--- config.mk ---
export PLATFORM = sky130hd
export DESIGN_NAME = tsc_core
export DESIGN_NICKNAME = d
export VERILOG_FILES = /design/src/tsc_pkg.sv /design/src/tsc_mem_if.sv /design/src/tsc_core.sv /design/src/tsc_exec_unit.sv /design/src/tsc_inst_queue.sv /design/src/tsc_fetch_unit.sv /design/src/tsc_unified_mem.sv /design/src/tsc_mem_arbiter.sv
export SDC_FILE = /design/constraint.sdc
export NUM_CORES = 2
export LEC_CHECK = 0
export BUFFER_PORTS_ARGS = -buffer_cell sky130_fd_sc_hd__buf_4
export CAP_MARGIN = 20
export CORE_ASPECT_RATIO = 0.6
export CORE_UTILIZATION = 35
export CTS_CLUSTER_SIZE = 30
export DETAILED_ROUTE_END_ITERATION = 6
export PLACE_DENSITY = 0.55
export SLEW_MARGIN = 20
export SYNTH_ARGS = -nofsm -noshare
export SYNTH_HDL_FRONTEND = slang
export SYNTH_MEMORY_MAX_BITS = 65536
export SYNTH_SLANG_ARGS = --single-unit
--- constraint.sdc ---
create_clock -name clk -period 25.8 [get_ports clk]
set_clock_uncertainty 0.05 [all_clocks]
set_input_delay 0 -clock clk [delete_from_list [all_inputs] [get_ports clk]]
set_output_delay 0 -clock clk [all_outputs]
set_load 0.005 [all_outputs]
--- src/tsc_pkg.sv ---
`default_nettype none

package tsc_pkg;

   ////////////////////////////////////////////////////
   // Widths and sizes
   ////////////////////////////////////////////////////

   localparam int WORD_W     = 16;
   localparam int MEM_DEPTH  = 256;
   // Memory decodes only the low address bits
   localparam int MEM_ADDR_W = 8;
   // Queue depth, also the credit count fetch starts with
   localparam int IQ_DEPTH   = 4;
   localparam int IQ_PTR_W   = 2;
   // Credit counter must hold 0 to IQ_DEPTH
   localparam int CREDIT_W   = 3;

   typedef logic [WORD_W-1:0] word_t;
   typedef logic [1:0]        reg_idx_t;

   ////////////////////////////////////////////////////
   // Instruction fields
   ////////////////////////////////////////////////////

   localparam int OPC_MSB  = 15;
   localparam int OPC_LSB  = 12;
   localparam int RS_MSB   = 11;
   localparam int RS_LSB   = 10;
   localparam int RT_MSB   = 9;
   localparam int RT_LSB   = 8;
   localparam int RD_MSB   = 7;
   localparam int RD_LSB   = 6;
   localparam int FUNC_MSB = 5;
   localparam int FUNC_LSB = 0;
   // Immediate is sign-extended at decode
   localparam int IMM_MSB  = 7;
   localparam int IMM_LSB  = 0;
   // Jump target, upper 4 bits come from the instruction's address
   localparam int TGT_MSB  = 11;
   localparam int TGT_LSB  = 0;

   ////////////////////////////////////////////////////
   // Encodings
   ////////////////////////////////////////////////////

   typedef enum logic [3:0] {
      OP_BNE   = 4'd0,
      OP_BEQ   = 4'd1,
      OP_ADI   = 4'd4,
      OP_ORI   = 4'd5,
      OP_LHI   = 4'd6,
      OP_LWD   = 4'd7,
      OP_SWD   = 4'd8,
      OP_JMP   = 4'd9,
      OP_JAL   = 4'd10,
      OP_RTYPE = 4'd15
   } opcode_e;

   // Function field of R-type
   typedef enum logic [5:0] {
      FN_ADD = 6'd0,
      FN_SUB = 6'd1,
      FN_AND = 6'd2,
      FN_ORR = 6'd3,
      FN_JPR = 6'd25,
      FN_JRL = 6'd26,
      FN_WWD = 6'd28,
      FN_HLT = 6'd29
   } func_e;

   typedef enum logic [1:0] {
      EXEC_RUN,
      EXEC_MEM_WAIT,
      EXEC_HALTED
   } exec_state_e;

endpackage

`default_nettype wire
--- src/tsc_mem_if.sv ---
`timescale 1ns/1ps
`default_nettype none

// One memory requester to the arbiter
interface tsc_mem_if;
   // Requester side, held until granted
   logic           req;
   logic           we;
   tsc_pkg::word_t addr;
   tsc_pkg::word_t wdata;
   // Arbiter side
   logic           gnt;
   // Read data, one cycle after the grant
   logic           rvalid;
   tsc_pkg::word_t rdata;

   modport requester (
      output req, we, addr, wdata,
      input  gnt, rvalid, rdata
   );

   modport arbiter (
      input  req, we, addr, wdata,
      output gnt, rvalid, rdata
   );
endinterface

`default_nettype wire

--- src/tsc_core.sv ---
`timescale 1ns/1ps
`default_nettype none

module tsc_core (
   input  logic           clk,
   input  logic           reset_n,
   input  logic           i_load_we,
   input  tsc_pkg::word_t i_load_addr,
   input  tsc_pkg::word_t i_load_data,
   output tsc_pkg::word_t o_output_port,
   output logic           o_output_valid,
   output logic           o_halted,
   output tsc_pkg::word_t o_num_inst
);
   tsc_mem_if load_if ();
   tsc_mem_if fetch_if ();
   tsc_mem_if data_if ();

   logic           mem_we;
   tsc_pkg::word_t mem_addr;
   tsc_pkg::word_t mem_wdata;
   tsc_pkg::word_t mem_rdata;
   // Fetch to queue
   logic           push;
   tsc_pkg::word_t push_inst;
   tsc_pkg::word_t push_pc;
   logic           credit_return;
   // Queue head to execute
   logic           iq_valid;
   tsc_pkg::word_t iq_inst;
   tsc_pkg::word_t iq_pc;
   logic           pop;
   // Execute back to the front end
   logic           redirect;
   tsc_pkg::word_t redirect_pc;

   ////////////////////////////////////////////////////
   // Program loader, write-only and always first
   ////////////////////////////////////////////////////

   assign load_if.req   = i_load_we;
   assign load_if.we    = i_load_we;
   assign load_if.addr  = i_load_addr;
   assign load_if.wdata = i_load_data;

   tsc_mem_arbiter i_arbiter (
      .clk         (clk),
      .reset_n     (reset_n),
      .load_port   (load_if.arbiter),
      .fetch_port  (fetch_if.arbiter),
      .data_port   (data_if.arbiter),
      .o_mem_we    (mem_we),
      .o_mem_addr  (mem_addr),
      .o_mem_wdata (mem_wdata),
      .i_mem_rdata (mem_rdata)
   );

   // Array keeps its contents through reset
   tsc_unified_mem i_mem (
      .clk     (clk),
      .i_we    (mem_we),
      .i_addr  (mem_addr),
      .i_wdata (mem_wdata),
      .o_rdata (mem_rdata)
   );

   tsc_fetch_unit i_fetch (
      .clk             (clk),
      .reset_n         (reset_n),
      .mem             (fetch_if.requester),
      .i_redirect      (redirect),
      .i_redirect_pc   (redirect_pc),
      .i_credit_return (credit_return),
      .o_push          (push),
      .o_push_inst     (push_inst),
      .o_push_pc       (push_pc)
   );

   // Redirect doubles as the queue flush
   tsc_inst_queue i_queue (
      .clk             (clk),
      .reset_n         (reset_n),
      .i_flush         (redirect),
      .i_push          (push),
      .i_push_inst     (push_inst),
      .i_push_pc       (push_pc),
      .i_pop           (pop),
      .o_valid         (iq_valid),
      .o_inst          (iq_inst),
      .o_pc            (iq_pc),
      .o_credit_return (credit_return)
   );

   tsc_exec_unit i_exec (
      .clk            (clk),
      .reset_n        (reset_n),
      .i_valid        (iq_valid),
      .i_inst         (iq_inst),
      .i_pc           (iq_pc),
      .o_pop          (pop),
      .data_port      (data_if.requester),
      .o_redirect     (redirect),
      .o_redirect_pc  (redirect_pc),
      .o_output_port  (o_output_port),
      .o_output_valid (o_output_valid),
      .o_halted       (o_halted),
      .o_num_inst     (o_num_inst)
   );

endmodule

`default_nettype wire

--- src/tsc_exec_unit.sv ---
`timescale 1ns/1ps
`default_nettype none

module tsc_exec_unit (
   input  logic           clk,
   input  logic           reset_n,
   input  logic           i_valid,
   input  tsc_pkg::word_t i_inst,
   input  tsc_pkg::word_t i_pc,
   output logic           o_pop,
   tsc_mem_if.requester   data_port,
   output logic           o_redirect,
   output tsc_pkg::word_t o_redirect_pc,
   output tsc_pkg::word_t o_output_port,
   output logic           o_output_valid,
   output logic           o_halted,
   output tsc_pkg::word_t o_num_inst
);
   tsc_pkg::exec_state_e state_q;
   tsc_pkg::exec_state_e state_d;
   tsc_pkg::opcode_e     opcode;
   tsc_pkg::func_e       func;
   tsc_pkg::reg_idx_t    rs;
   tsc_pkg::reg_idx_t    rt;
   tsc_pkg::reg_idx_t    rd;
   tsc_pkg::word_t       imm_sext;
   tsc_pkg::word_t       jump_target;
   tsc_pkg::word_t       pc_plus1;
   tsc_pkg::word_t       rs_val;
   tsc_pkg::word_t       rt_val;
   tsc_pkg::word_t       alu_result;
   tsc_pkg::word_t       rf [4];
   logic                 is_mem;
   logic                 is_store;
   logic                 rf_we;
   tsc_pkg::reg_idx_t    rf_waddr;
   tsc_pkg::word_t       rf_wdata;

   ////////////////////////////////////////////////////
   // Decode
   ////////////////////////////////////////////////////

   assign opcode = tsc_pkg::opcode_e'(i_inst[tsc_pkg::OPC_MSB:tsc_pkg::OPC_LSB]);
   assign func   = tsc_pkg::func_e'(i_inst[tsc_pkg::FUNC_MSB:tsc_pkg::FUNC_LSB]);
   assign rs     = i_inst[tsc_pkg::RS_MSB:tsc_pkg::RS_LSB];
   assign rt     = i_inst[tsc_pkg::RT_MSB:tsc_pkg::RT_LSB];
   assign rd     = i_inst[tsc_pkg::RD_MSB:tsc_pkg::RD_LSB];

   assign imm_sext    = {{8{i_inst[tsc_pkg::IMM_MSB]}},
                         i_inst[tsc_pkg::IMM_MSB:tsc_pkg::IMM_LSB]};
   // Stays within the current 4K page
   assign jump_target = {i_pc[15:12], i_inst[tsc_pkg::TGT_MSB:tsc_pkg::TGT_LSB]};
   assign pc_plus1    = i_pc + 1'b1;

   assign rs_val = rf[rs];
   assign rt_val = rf[rt];

   assign is_store = (opcode == tsc_pkg::OP_SWD);
   assign is_mem   = (opcode == tsc_pkg::OP_LWD) | is_store;

   // Data port, base register plus offset
   assign data_port.we    = is_store;
   assign data_port.addr  = rs_val + imm_sext;
   assign data_port.wdata = rt_val;

   // R-type ALU
   always_comb begin
      case (func)
         tsc_pkg::FN_SUB: alu_result = rs_val - rt_val;
         tsc_pkg::FN_AND: alu_result = rs_val & rt_val;
         tsc_pkg::FN_ORR: alu_result = rs_val | rt_val;
         default:         alu_result = rs_val + rt_val;
      endcase
   end

   // WWD source, qualified by o_output_valid
   assign o_output_port = rs_val;
   assign o_halted      = (state_q == tsc_pkg::EXEC_HALTED);

   ////////////////////////////////////////////////////
   // Execute FSM
   ////////////////////////////////////////////////////

   always_comb begin
      state_d        = state_q;
      o_pop          = 1'b0;
      o_redirect     = 1'b0;
      // Branch target by default
      o_redirect_pc  = pc_plus1 + imm_sext;
      o_output_valid = 1'b0;
      rf_we          = 1'b0;
      rf_waddr       = rd;
      rf_wdata       = alu_result;
      data_port.req  = 1'b0;
      case (state_q)
         tsc_pkg::EXEC_RUN: begin
            if (i_valid && is_mem) begin
               // Held until granted
               data_port.req = 1'b1;
               if (data_port.gnt) begin
                  if (is_store) begin
                     o_pop = 1'b1;
                  end else begin
                     state_d = tsc_pkg::EXEC_MEM_WAIT;
                  end
               end
            end else if (i_valid) begin
               // Single-cycle instructions retire now
               o_pop = 1'b1;
               case (opcode)
                  tsc_pkg::OP_RTYPE: begin
                     case (func)
                        tsc_pkg::FN_ADD, tsc_pkg::FN_SUB,
                        tsc_pkg::FN_AND, tsc_pkg::FN_ORR: rf_we = 1'b1;
                        tsc_pkg::FN_WWD: o_output_valid = 1'b1;
                        tsc_pkg::FN_JPR: begin
                           o_redirect    = 1'b1;
                           o_redirect_pc = rs_val;
                        end
                        tsc_pkg::FN_JRL: begin
                           o_redirect    = 1'b1;
                           o_redirect_pc = rs_val;
                           rf_we         = 1'b1;
                           rf_waddr      = 2'd2;
                           rf_wdata      = pc_plus1;
                        end
                        // Nothing older is in flight
                        tsc_pkg::FN_HLT: state_d = tsc_pkg::EXEC_HALTED;
                        default: ;
                     endcase
                  end
                  tsc_pkg::OP_ADI: begin
                     rf_we    = 1'b1;
                     rf_waddr = rt;
                     rf_wdata = rs_val + imm_sext;
                  end
                  tsc_pkg::OP_ORI: begin
                     rf_we    = 1'b1;
                     rf_waddr = rt;
                     rf_wdata = rs_val | imm_sext;
                  end
                  tsc_pkg::OP_LHI: begin
                     rf_we    = 1'b1;
                     rf_waddr = rt;
                     rf_wdata = {i_inst[tsc_pkg::IMM_MSB:tsc_pkg::IMM_LSB], 8'h00};
                  end
                  tsc_pkg::OP_BNE: o_redirect = (rs_val != rt_val);
                  tsc_pkg::OP_BEQ: o_redirect = (rs_val == rt_val);
                  tsc_pkg::OP_JMP: begin
                     o_redirect    = 1'b1;
                     o_redirect_pc = jump_target;
                  end
                  tsc_pkg::OP_JAL: begin
                     o_redirect    = 1'b1;
                     o_redirect_pc = jump_target;
                     // Link register is r2
                     rf_we         = 1'b1;
                     rf_waddr      = 2'd2;
                     rf_wdata      = pc_plus1;
                  end
                  // Unknown opcodes retire as no-ops
                  default: ;
               endcase
            end
         end
         tsc_pkg::EXEC_MEM_WAIT: begin
            // LWD stays at the head until its data returns
            if (data_port.rvalid) begin
               o_pop    = 1'b1;
               rf_we    = 1'b1;
               rf_waddr = rt;
               rf_wdata = data_port.rdata;
               state_d  = tsc_pkg::EXEC_RUN;
            end
         end
         // Halted, the queue is never popped again
         default: ;
      endcase
   end

   always_ff @(posedge clk) begin
      if (!reset_n) begin
         state_q    <= tsc_pkg::EXEC_RUN;
         o_num_inst <= '0;
         rf         <= '{default: '0};
      end else begin
         state_q <= state_d;
         // Every pop is a retire
         if (o_pop) begin
            o_num_inst <= o_num_inst + 1'b1;
         end
         if (rf_we) begin
            rf[rf_waddr] <= rf_wdata;
         end
      end
   end

endmodule

`default_nettype wire

--- src/tsc_inst_queue.sv ---
`timescale 1ns/1ps
`default_nettype none

module tsc_inst_queue (
   input  logic           clk,
   input  logic           reset_n,
   input  logic           i_flush,
   input  logic           i_push,
   input  tsc_pkg::word_t i_push_inst,
   input  tsc_pkg::word_t i_push_pc,
   input  logic           i_pop,
   output logic           o_valid,
   output tsc_pkg::word_t o_inst,
   output tsc_pkg::word_t o_pc,
   output logic           o_credit_return
);
   tsc_pkg::word_t inst_mem [tsc_pkg::IQ_DEPTH];
   tsc_pkg::word_t pc_mem   [tsc_pkg::IQ_DEPTH];
   // Extra bit tells full from empty
   logic [tsc_pkg::IQ_PTR_W:0] wr_ptr_q;
   logic [tsc_pkg::IQ_PTR_W:0] rd_ptr_q;
   logic                       do_pop;

   assign o_valid = (wr_ptr_q != rd_ptr_q);
   assign do_pop  = i_pop & o_valid;

   // Head entry
   assign o_inst = inst_mem[rd_ptr_q[tsc_pkg::IQ_PTR_W-1:0]];
   assign o_pc   = pc_mem[rd_ptr_q[tsc_pkg::IQ_PTR_W-1:0]];

   // Each pop frees a slot for fetch
   assign o_credit_return = do_pop;

   always_ff @(posedge clk) begin
      if (!reset_n || i_flush) begin
         wr_ptr_q <= '0;
         rd_ptr_q <= '0;
      end else begin
         // Fetch credits keep this from overflowing
         if (i_push) begin
            wr_ptr_q <= wr_ptr_q + 1'b1;
         end
         if (do_pop) begin
            rd_ptr_q <= rd_ptr_q + 1'b1;
         end
      end
   end

   always_ff @(posedge clk) begin
      if (i_push) begin
         inst_mem[wr_ptr_q[tsc_pkg::IQ_PTR_W-1:0]] <= i_push_inst;
         pc_mem[wr_ptr_q[tsc_pkg::IQ_PTR_W-1:0]]   <= i_push_pc;
      end
   end

endmodule

`default_nettype wire

--- src/tsc_fetch_unit.sv ---
`timescale 1ns/1ps
`default_nettype none

module tsc_fetch_unit (
   input  logic           clk,
   input  logic           reset_n,
   tsc_mem_if.requester   mem,
   input  logic           i_redirect,
   input  tsc_pkg::word_t i_redirect_pc,
   input  logic           i_credit_return,
   output logic           o_push,
   output tsc_pkg::word_t o_push_inst,
   output tsc_pkg::word_t o_push_pc
);
   tsc_pkg::word_t               pc_q;
   // Address of the read in flight
   tsc_pkg::word_t               inflight_pc_q;
   logic [tsc_pkg::CREDIT_W-1:0] credit_q;
   logic                         issue;
   logic                         stale_rsp;

   ////////////////////////////////////////////////////
   // Request side
   ////////////////////////////////////////////////////

   // Read-only requester
   assign mem.we    = 1'b0;
   assign mem.wdata = '0;
   assign mem.addr  = pc_q;

   // One credit per read, none issued while redirecting
   assign mem.req = (credit_q != '0) & ~i_redirect;
   assign issue   = mem.req & mem.gnt;

   always_ff @(posedge clk) begin
      if (!reset_n) begin
         pc_q     <= '0;
         credit_q <= tsc_pkg::CREDIT_W'(tsc_pkg::IQ_DEPTH);
      end else if (i_redirect) begin
         pc_q     <= i_redirect_pc;
         // Queue flushed and stale response dropped, so all credits are back
         credit_q <= tsc_pkg::CREDIT_W'(tsc_pkg::IQ_DEPTH);
      end else begin
         if (issue) begin
            pc_q <= pc_q + 1'b1;
         end
         // Take on issue, give back on pop
         case ({issue, i_credit_return})
            2'b10:   credit_q <= credit_q - 1'b1;
            2'b01:   credit_q <= credit_q + 1'b1;
            default: credit_q <= credit_q;
         endcase
      end
   end

   // Tag the issued address for the push
   always_ff @(posedge clk) begin
      if (issue) begin
         inflight_pc_q <= pc_q;
      end
   end

   ////////////////////////////////////////////////////
   // Response side
   ////////////////////////////////////////////////////

   // Response landing with a redirect belongs to the old path
   assign stale_rsp = mem.rvalid & i_redirect;

   assign o_push      = mem.rvalid & ~stale_rsp;
   assign o_push_inst = mem.rdata;
   assign o_push_pc   = inflight_pc_q;

endmodule

`default_nettype wire

--- src/tsc_unified_mem.sv ---
`timescale 1ns/1ps
`default_nettype none

module tsc_unified_mem (
   input  logic           clk,
   input  logic           i_we,
   input  tsc_pkg::word_t i_addr,
   input  tsc_pkg::word_t i_wdata,
   output tsc_pkg::word_t o_rdata
);
   tsc_pkg::word_t mem [tsc_pkg::MEM_DEPTH];
   logic [tsc_pkg::MEM_ADDR_W-1:0] word_addr;

   // Upper address bits ignored
   assign word_addr = i_addr[tsc_pkg::MEM_ADDR_W-1:0];

   // Single port, registered read
   always_ff @(posedge clk) begin
      if (i_we) begin
         mem[word_addr] <= i_wdata;
      end
      // Read is old data on a same-address write
      o_rdata <= mem[word_addr];
   end

endmodule

`default_nettype wire

--- src/tsc_mem_arbiter.sv ---
`timescale 1ns/1ps
`default_nettype none

module tsc_mem_arbiter (
   input  logic           clk,
   input  logic           reset_n,
   tsc_mem_if.arbiter     load_port,
   tsc_mem_if.arbiter     fetch_port,
   tsc_mem_if.arbiter     data_port,
   output logic           o_mem_we,
   output tsc_pkg::word_t o_mem_addr,
   output tsc_pkg::word_t o_mem_wdata,
   input  tsc_pkg::word_t i_mem_rdata
);
   logic load_gnt;
   logic data_gnt;
   logic fetch_gnt;
   // Owner of the read now in the memory
   logic load_rd_q;
   logic data_rd_q;
   logic fetch_rd_q;

   ////////////////////////////////////////////////////
   // Fixed priority, load over data over fetch
   ////////////////////////////////////////////////////

   assign load_gnt  = load_port.req;
   assign data_gnt  = data_port.req & ~load_port.req;
   assign fetch_gnt = fetch_port.req & ~load_port.req & ~data_port.req;

   assign load_port.gnt  = load_gnt;
   assign data_port.gnt  = data_gnt;
   assign fetch_port.gnt = fetch_gnt;

   // Memory follows the winner
   always_comb begin
      o_mem_we    = fetch_gnt & fetch_port.we;
      o_mem_addr  = fetch_port.addr;
      o_mem_wdata = fetch_port.wdata;
      if (load_gnt) begin
         o_mem_we    = load_port.we;
         o_mem_addr  = load_port.addr;
         o_mem_wdata = load_port.wdata;
      end else if (data_gnt) begin
         o_mem_we    = data_port.we;
         o_mem_addr  = data_port.addr;
         o_mem_wdata = data_port.wdata;
      end
   end

   ////////////////////////////////////////////////////
   // Read return routing
   ////////////////////////////////////////////////////

   always_ff @(posedge clk) begin
      if (!reset_n) begin
         load_rd_q  <= 1'b0;
         data_rd_q  <= 1'b0;
         fetch_rd_q <= 1'b0;
      end else begin
         // Writes finish at the grant, only reads come back
         load_rd_q  <= load_gnt & ~load_port.we;
         data_rd_q  <= data_gnt & ~data_port.we;
         fetch_rd_q <= fetch_gnt & ~fetch_port.we;
      end
   end

   assign load_port.rvalid  = load_rd_q;
   assign data_port.rvalid  = data_rd_q;
   assign fetch_port.rvalid = fetch_rd_q;

   // Shared data bus, rvalid picks the owner
   assign load_port.rdata  = i_mem_rdata;
   assign data_port.rdata  = i_mem_rdata;
   assign fetch_port.rdata = i_mem_rdata;

endmodule

`default_nettype wire

Word-level counts from Yosys, hierarchy flattened:

Memory sizes are Yosys's and may differ from the RTL's. A register that Yosys moved wholly into a read port is not among the register bits.
Index checks and enable logic that the tools add are counted.
W data, S select, Z words.

* output and inout bits: 34
* bits of input ports: 35
* register bits after elaboration: 125
* memories: 3
* RAM bits: 4224

Memory list
* i_mem.mem: words 256, bits a word 16, rd ports 1, clocked after memory_dff 1, wr ports 1, RTL line tsc_unified_mem.sv:11 `tsc_pkg::word_t mem [tsc_pkg::MEM_DEPTH];`
* i_queue.inst_mem: words 4, bits a word 16, rd ports 1, clocked after memory_dff 1, wr ports 1, RTL line tsc_inst_queue.sv:17 `tsc_pkg::word_t inst_mem [tsc_pkg::IQ_DEPTH];`
* i_queue.pc_mem: words 4, bits a word 16, rd ports 1, clocked after memory_dff 1, wr ports 1, RTL line tsc_inst_queue.sv:18 `tsc_pkg::word_t pc_mem [tsc_pkg::IQ_DEPTH];`

* bitwise gates (word level): 22
* add/sub/neg operators: 11
* magnitude comparators: 4
* eq/ne operators: 29
* reduce and logical (&&, ||, !) cells: 18
* muxes and demuxes: 75

Operator list (count)
* $mux W16: 17
* $pmux W16 S5: 1
* $bmux W16 S2: 2
* $bwmux W64: 1
* $pmux W16 S2: 2
* $add A16 B1 Y16 const B: 3
* $add A16 B16 Y16: 3
* $pmux W16 S3: 1
* $demux W16 S2: 1
* $or A16 B16 Y16: 2
* $mux W2: 15
* $mux W1: 25
* $eq A6 B5 Y1 const B: 4
* $and A16 B16 Y16: 1
* $eq A16 B16 Y1: 1
* $eq A4 B3 Y1 const B: 4
* $eq A4 B4 Y1 const B: 4
* $mux W8: 2
* $ne A16 B16 Y1: 1
* $sub A16 B16 Y16: 1
* $eq A6 B2 Y1 const B: 2
* $add A3 B1 Y3 const B: 3
* $and A1 B1 Y1: 9
* $ge A3 B3 Y1 const B: 3
* other kinds (32): 51

Depth between registers and ports, before layout:

* word-level depth: 16
* depth in mapped cells: 28

Modules after synthesis:

A second synthesis with hierarchy kept.

* cell total of the unflattened synthesis: 8482
* area total of the unflattened synthesis: 172933.4 um2

Modules (own cells, without submodules)
* tsc_unified_mem: cells an instance 6727, times used 1, area an instance 155399.0 um2
* tsc_exec_unit: cells an instance 1188, times used 1, area an instance 9441.6 um2
* tsc_inst_queue: cells an instance 222, times used 1, area an instance 5113.7 um2
* tsc_fetch_unit: cells an instance 177, times used 1, area an instance 1796.7 um2
* tsc_mem_arbiter: cells an instance 168, times used 1, area an instance 1182.4 um2

Least setup slack after synthesis:

OpenSTA, ideal clock, no wires.

* kind: reg2reg
* start point: register (tool-made name)
* end point: memory i_mem.mem[0][10] (netlist name) (data pin)
* buffers on the path: 5
* arrival time: 12.689 ns
* path slack: 10.819 ns
* stages on the path, launching flop included: 11
* setup time: 2.242 ns
* cell sequence: dfxtp_1 -> buf_6 -> buf_4 -> mux4_2 -> clkbuf_1 -> buf_1 -> clkbuf_1 -> mux2i_1 -> nor2_1 -> a21oi_1 -> o31ai_1

RTL lines (RTL line)
* end, declared: tsc_unified_mem.sv:11

==> out/metrics.csv <==
stage;metric;value;unit
global_route;grt_overflow;0;
synthesis;synthCells;14070;
floorplanning;ioPinCount;69;
floorplanning;die_h;556.8;microns
clock_network;numCtsBuffers;391;
timing;fmax;0.09310;GHz
run_status;violations;DRC;
synthesis;synth.yosys.seq_area_share;72.34;%
synthesis;ys_warn_count;0;
timing;hold_viol;0;
power_and_ir_drop;power;17710;uW
clock_network;cts.clk_slew.worst_paths;80;ps
timing;slew_headroom;9.940;%
cells_and_area;final_nets;14290;
setup_path;crit_fanout;63;
timing;setup_viol;0;
synthesis;synth_top_area_cell;edfxtp_1;
detailed_routing;vias_per_cell;5.757;
cells_and_area;syn_to_final_growth;12.92;%
synthesis;synthTopCellsByArea;edfxtp_1 (71%), nand2_1 (8.9%), nand3_1 (3.0%);
cells_and_area;nFillCells;47840;
synthesis;ys_async_sr_fraction;0;%
setup_path;crit_required;26690;ps
flow_run;max-cap-violations;0;
cells_and_area;drive_gt1_share;10.33;%
synthesis;syn-cell-area;179500;sq um
synthesis;synth-seq-cells;4367;
power_and_ir_drop;leakagePower;0.06876;uW
setup_path;critPathKind;register to register;
timing;rsz0062_at_grt;no;
setup_path;critical_path.reg2reg.endpoint;i_mem.o_rdata[11];
detailed_routing;totalWireLength;640700;microns
global_route;grt_max_degree;183;
setup_path;regToRegSetupSlack;15060;ps
clock_network;cts-root-buf;clkbuf_16;
clock_network;cts_sinks;4367;
cells_and_area;register_area;129900;sq um
clock_network;worstSkewPairLatency;1000;ps
placed_design;preCtsSetupSlack;15700;ps
placed_design;gp_congestion;0.9544;
synthesis;syn_area_per_cell;12.76;sq um
floorplanning;die-area;515900;sq um
power_and_ir_drop;power_frac_comb;21.9;%
synthesis;synthesis.nets;14190;
clock_network;clock_path_buffers;4;
setup_path;critPathArrivalTime;11630;ps
clock_network;cts_tree;yes;
setup_path;end_kind;register;
global_route;antenna_found_initial;60;
timing;layout_setup_ws;15060;ps
power_and_ir_drop;power_density;87.35;nW/um^2
power_and_ir_drop;swShare;32.43;%
timing;period_needed;10740;ps
timing;setup_tns;0;ps
timing;timing.final.crit_share;41.63;%
synthesis;synthFlopType;edfxtp_1;
power_and_ir_drop;irDropWorstVdd;0.00006373;V
floorplanning;coreArea;510300;sq um
power_and_ir_drop;p_sw;5743;uW
timing;drv_slew;0;
global_route;track_usage;23.90;%
detailed_routing;drc;15;
power_and_ir_drop;p_clk_share;33.1;%
global_route;grt_first_pass_wirelength;883800;microns
detailed_routing;routed-via-count;122500;
power_and_ir_drop;seq_power_share;45.0;%
timing;tightestPinTransition;1351;ps
placed_design;dp_hpwl;393600;microns
detailed_routing;drt-wirelength-per-cell;30.10;microns
floorplanning;start_util;35.18;%
synthesis;synth_edf_count;4240;
setup_path;rr_worst_depth;22;
detailed_routing;drtIter0Drc;19250;
clock_network;cts_resized;0;
detailed_routing;first_pass_iters;7;
power_and_ir_drop;p_int;11960;uW
cells_and_area;multi_input_area;46370;sq um
synthesis;synth_cell_types;94;
setup_path;crit_path_end;i_mem.o_rdata[11];
timing;hold_ws;28.95;ps
global_route;grt_pass1_vias;108400;
detailed_routing;ant_nets;0;
clock_network;htreeDepth;5;
floorplanning;row_count;203;
setup_path;critPathLaunchType;register;
hold_path;hold_path.class;primary input to register;
run_status;status;finished with violations;
synthesis;yosysTopAreaCellShare;70.92;%
floorplanning;die_w;926.6;microns
placed_design;numPortBuffers;60;
## per-layer routing
layer | GRT usage (%) | wire, microns | up-vias
met5 | 0.09169 | 238 | -
met4 | 6.313 | 18810 | 24
met3 | 9.958 | 99020 | 897
met2 | 29.89 | 241200 | 7363
met1 | 37.09 | 281500 | 61930
li1 | - | - | 52330
## placed cells by master, fill, tap and decap left out, drive strengths merged, types with 35 or more instances in the layout
cell type,netlist,layout
a21oi,142,142
a311oi,600,600
a31oi,334,334
and3,557,557
buf,625,637
clkbuf,335,494
clkinv,1,161
dfxtp,127,127
diode,0,39
edfxtp,4240,4240
ha,86,86
inv,65,78
mux2i,95,95
mux4,49,49
nand2,4244,4244
nand3,1082,1082
nand4,41,41
nor2,425,425
nor2b,39,39
nor3,171,171
nor4,39,39
o21ai,125,125
o22ai,140,140
xnor2,54,54
xor2,35,35
## layout make-up
cell class	count	area share (%)
Antenna cell	39	0.04814
Clock buffer	493	5.067
Clock inverter	219	0.9696
Inverter	66	0.1222
Multi-Input combinational cell	8675	22.87
Sequential cell	4367	64.06
Tap cell	6765	4.175
Timing Repair Buffer	662	2.681
## through the flow
step	instances	utilization, %	cell area [sq um]
global route	21270	39.72	202700
detailed placement	20500	37.19	189800
finish	21290	39.73	202700
floorplan	14070	-	179500
CTS	21240	39.63	202200
global placement	20500	37.17	189600
## kinds of logic after synthesis
logic type	Yosys count	share of synthesized area, %
mux	160	1.247
fa+ha+maj	93	0.6663
xor+xnor	89	0.4342
simple gates	6706	16.06
compound gates	1627	6.673
flops	4367	72.34
buf+inv	1026	2.577
## timing repair
item / 4_1_cts / 5_1_grt
endpoints found under the hold margin: 736 / 0
hold buffers: 24 / 0
setup buffers: 0 / 0
## registers in the layout (all words and copies together), names as in the netlist, 2 cells and up, named ones only
name	flops
i_mem.mem	4096
i_exec.rf	64
i_queue.inst_mem	64
i_queue.pc_mem	64
i_exec.o_num_inst	16
i_fetch.mem.addr	16
i_fetch.o_push_pc	16
i_mem.o_rdata	16
i_fetch.credit_q	3
i_queue.rd_ptr_q	3
i_queue.wr_ptr_q	3
i_exec.state_q	2
## critical path, cell delays in order, from the launching register on
cell and delay (ps):
dfxtp_1 690, buf_4 520, mux4_2 980, mux4_2 660
inv_1 250, fa_1 560, nor2_1 150, o211ai_1 290
o211ai_4 180, buf_4 380, buf_4 630, buf_4 680
buf_4 590, buf_4 680, nand2_1 110, and3_1 200
a311oi_1 330, nor3_1 90, nor3_1 770, or3_1 460
a31oi_1 310, o221ai_1 290, dlygate4sd3_1 570
## Yosys cell counts (all sizes together), types with 23 or more instances
cell type	count
xor2	35
a31oi	334
nor2b	39
o22ai	140
or3	25
xnor2	54
nor2	425
ha	86
nor3	171
a311oi	600
nand4	41
mux2i	95
a21oi	142
and3	557
nand3	1082
o21ai	125
buf	625
clkbuf	335
nand2	4244
mux4	49
o21a	24
inv	65
a211oi	27
o31ai	28
edfxtp	4240
and2	23
a22oi	28
nor4	39
dfxtp	127
## how the worst min path moves through the flow
stage                        start             endpoint  cells past startpoint  slack [ps]
floorplan                  reset_n        i_exec.rf[23]                      3         250
global placement           reset_n  i_fetch.credit_q[2]                      2         320
detailed placement         reset_n  i_fetch.credit_q[2]                      2         330
global route        i_load_data[2]    i_mem.mem[176][2]                      4          30
finish              i_load_data[2]    i_mem.mem[179][2]                      4          30
CTS                 i_load_data[2]    i_mem.mem[179][2]                      4          20
## power groups by stage
stage          combinational [uW]  sequential, uW  clock [uW]
2_1_floorplan                2120            8110           0
3_3_place_gp                 3690            8120           0
3_5_place_dp                 3710            8120           0
4_1_cts                      3720            7960        5910
5_1_grt                      4040            7970        6170
6_report                     3870            7970        5870
(Power assumes the default switching activity.)
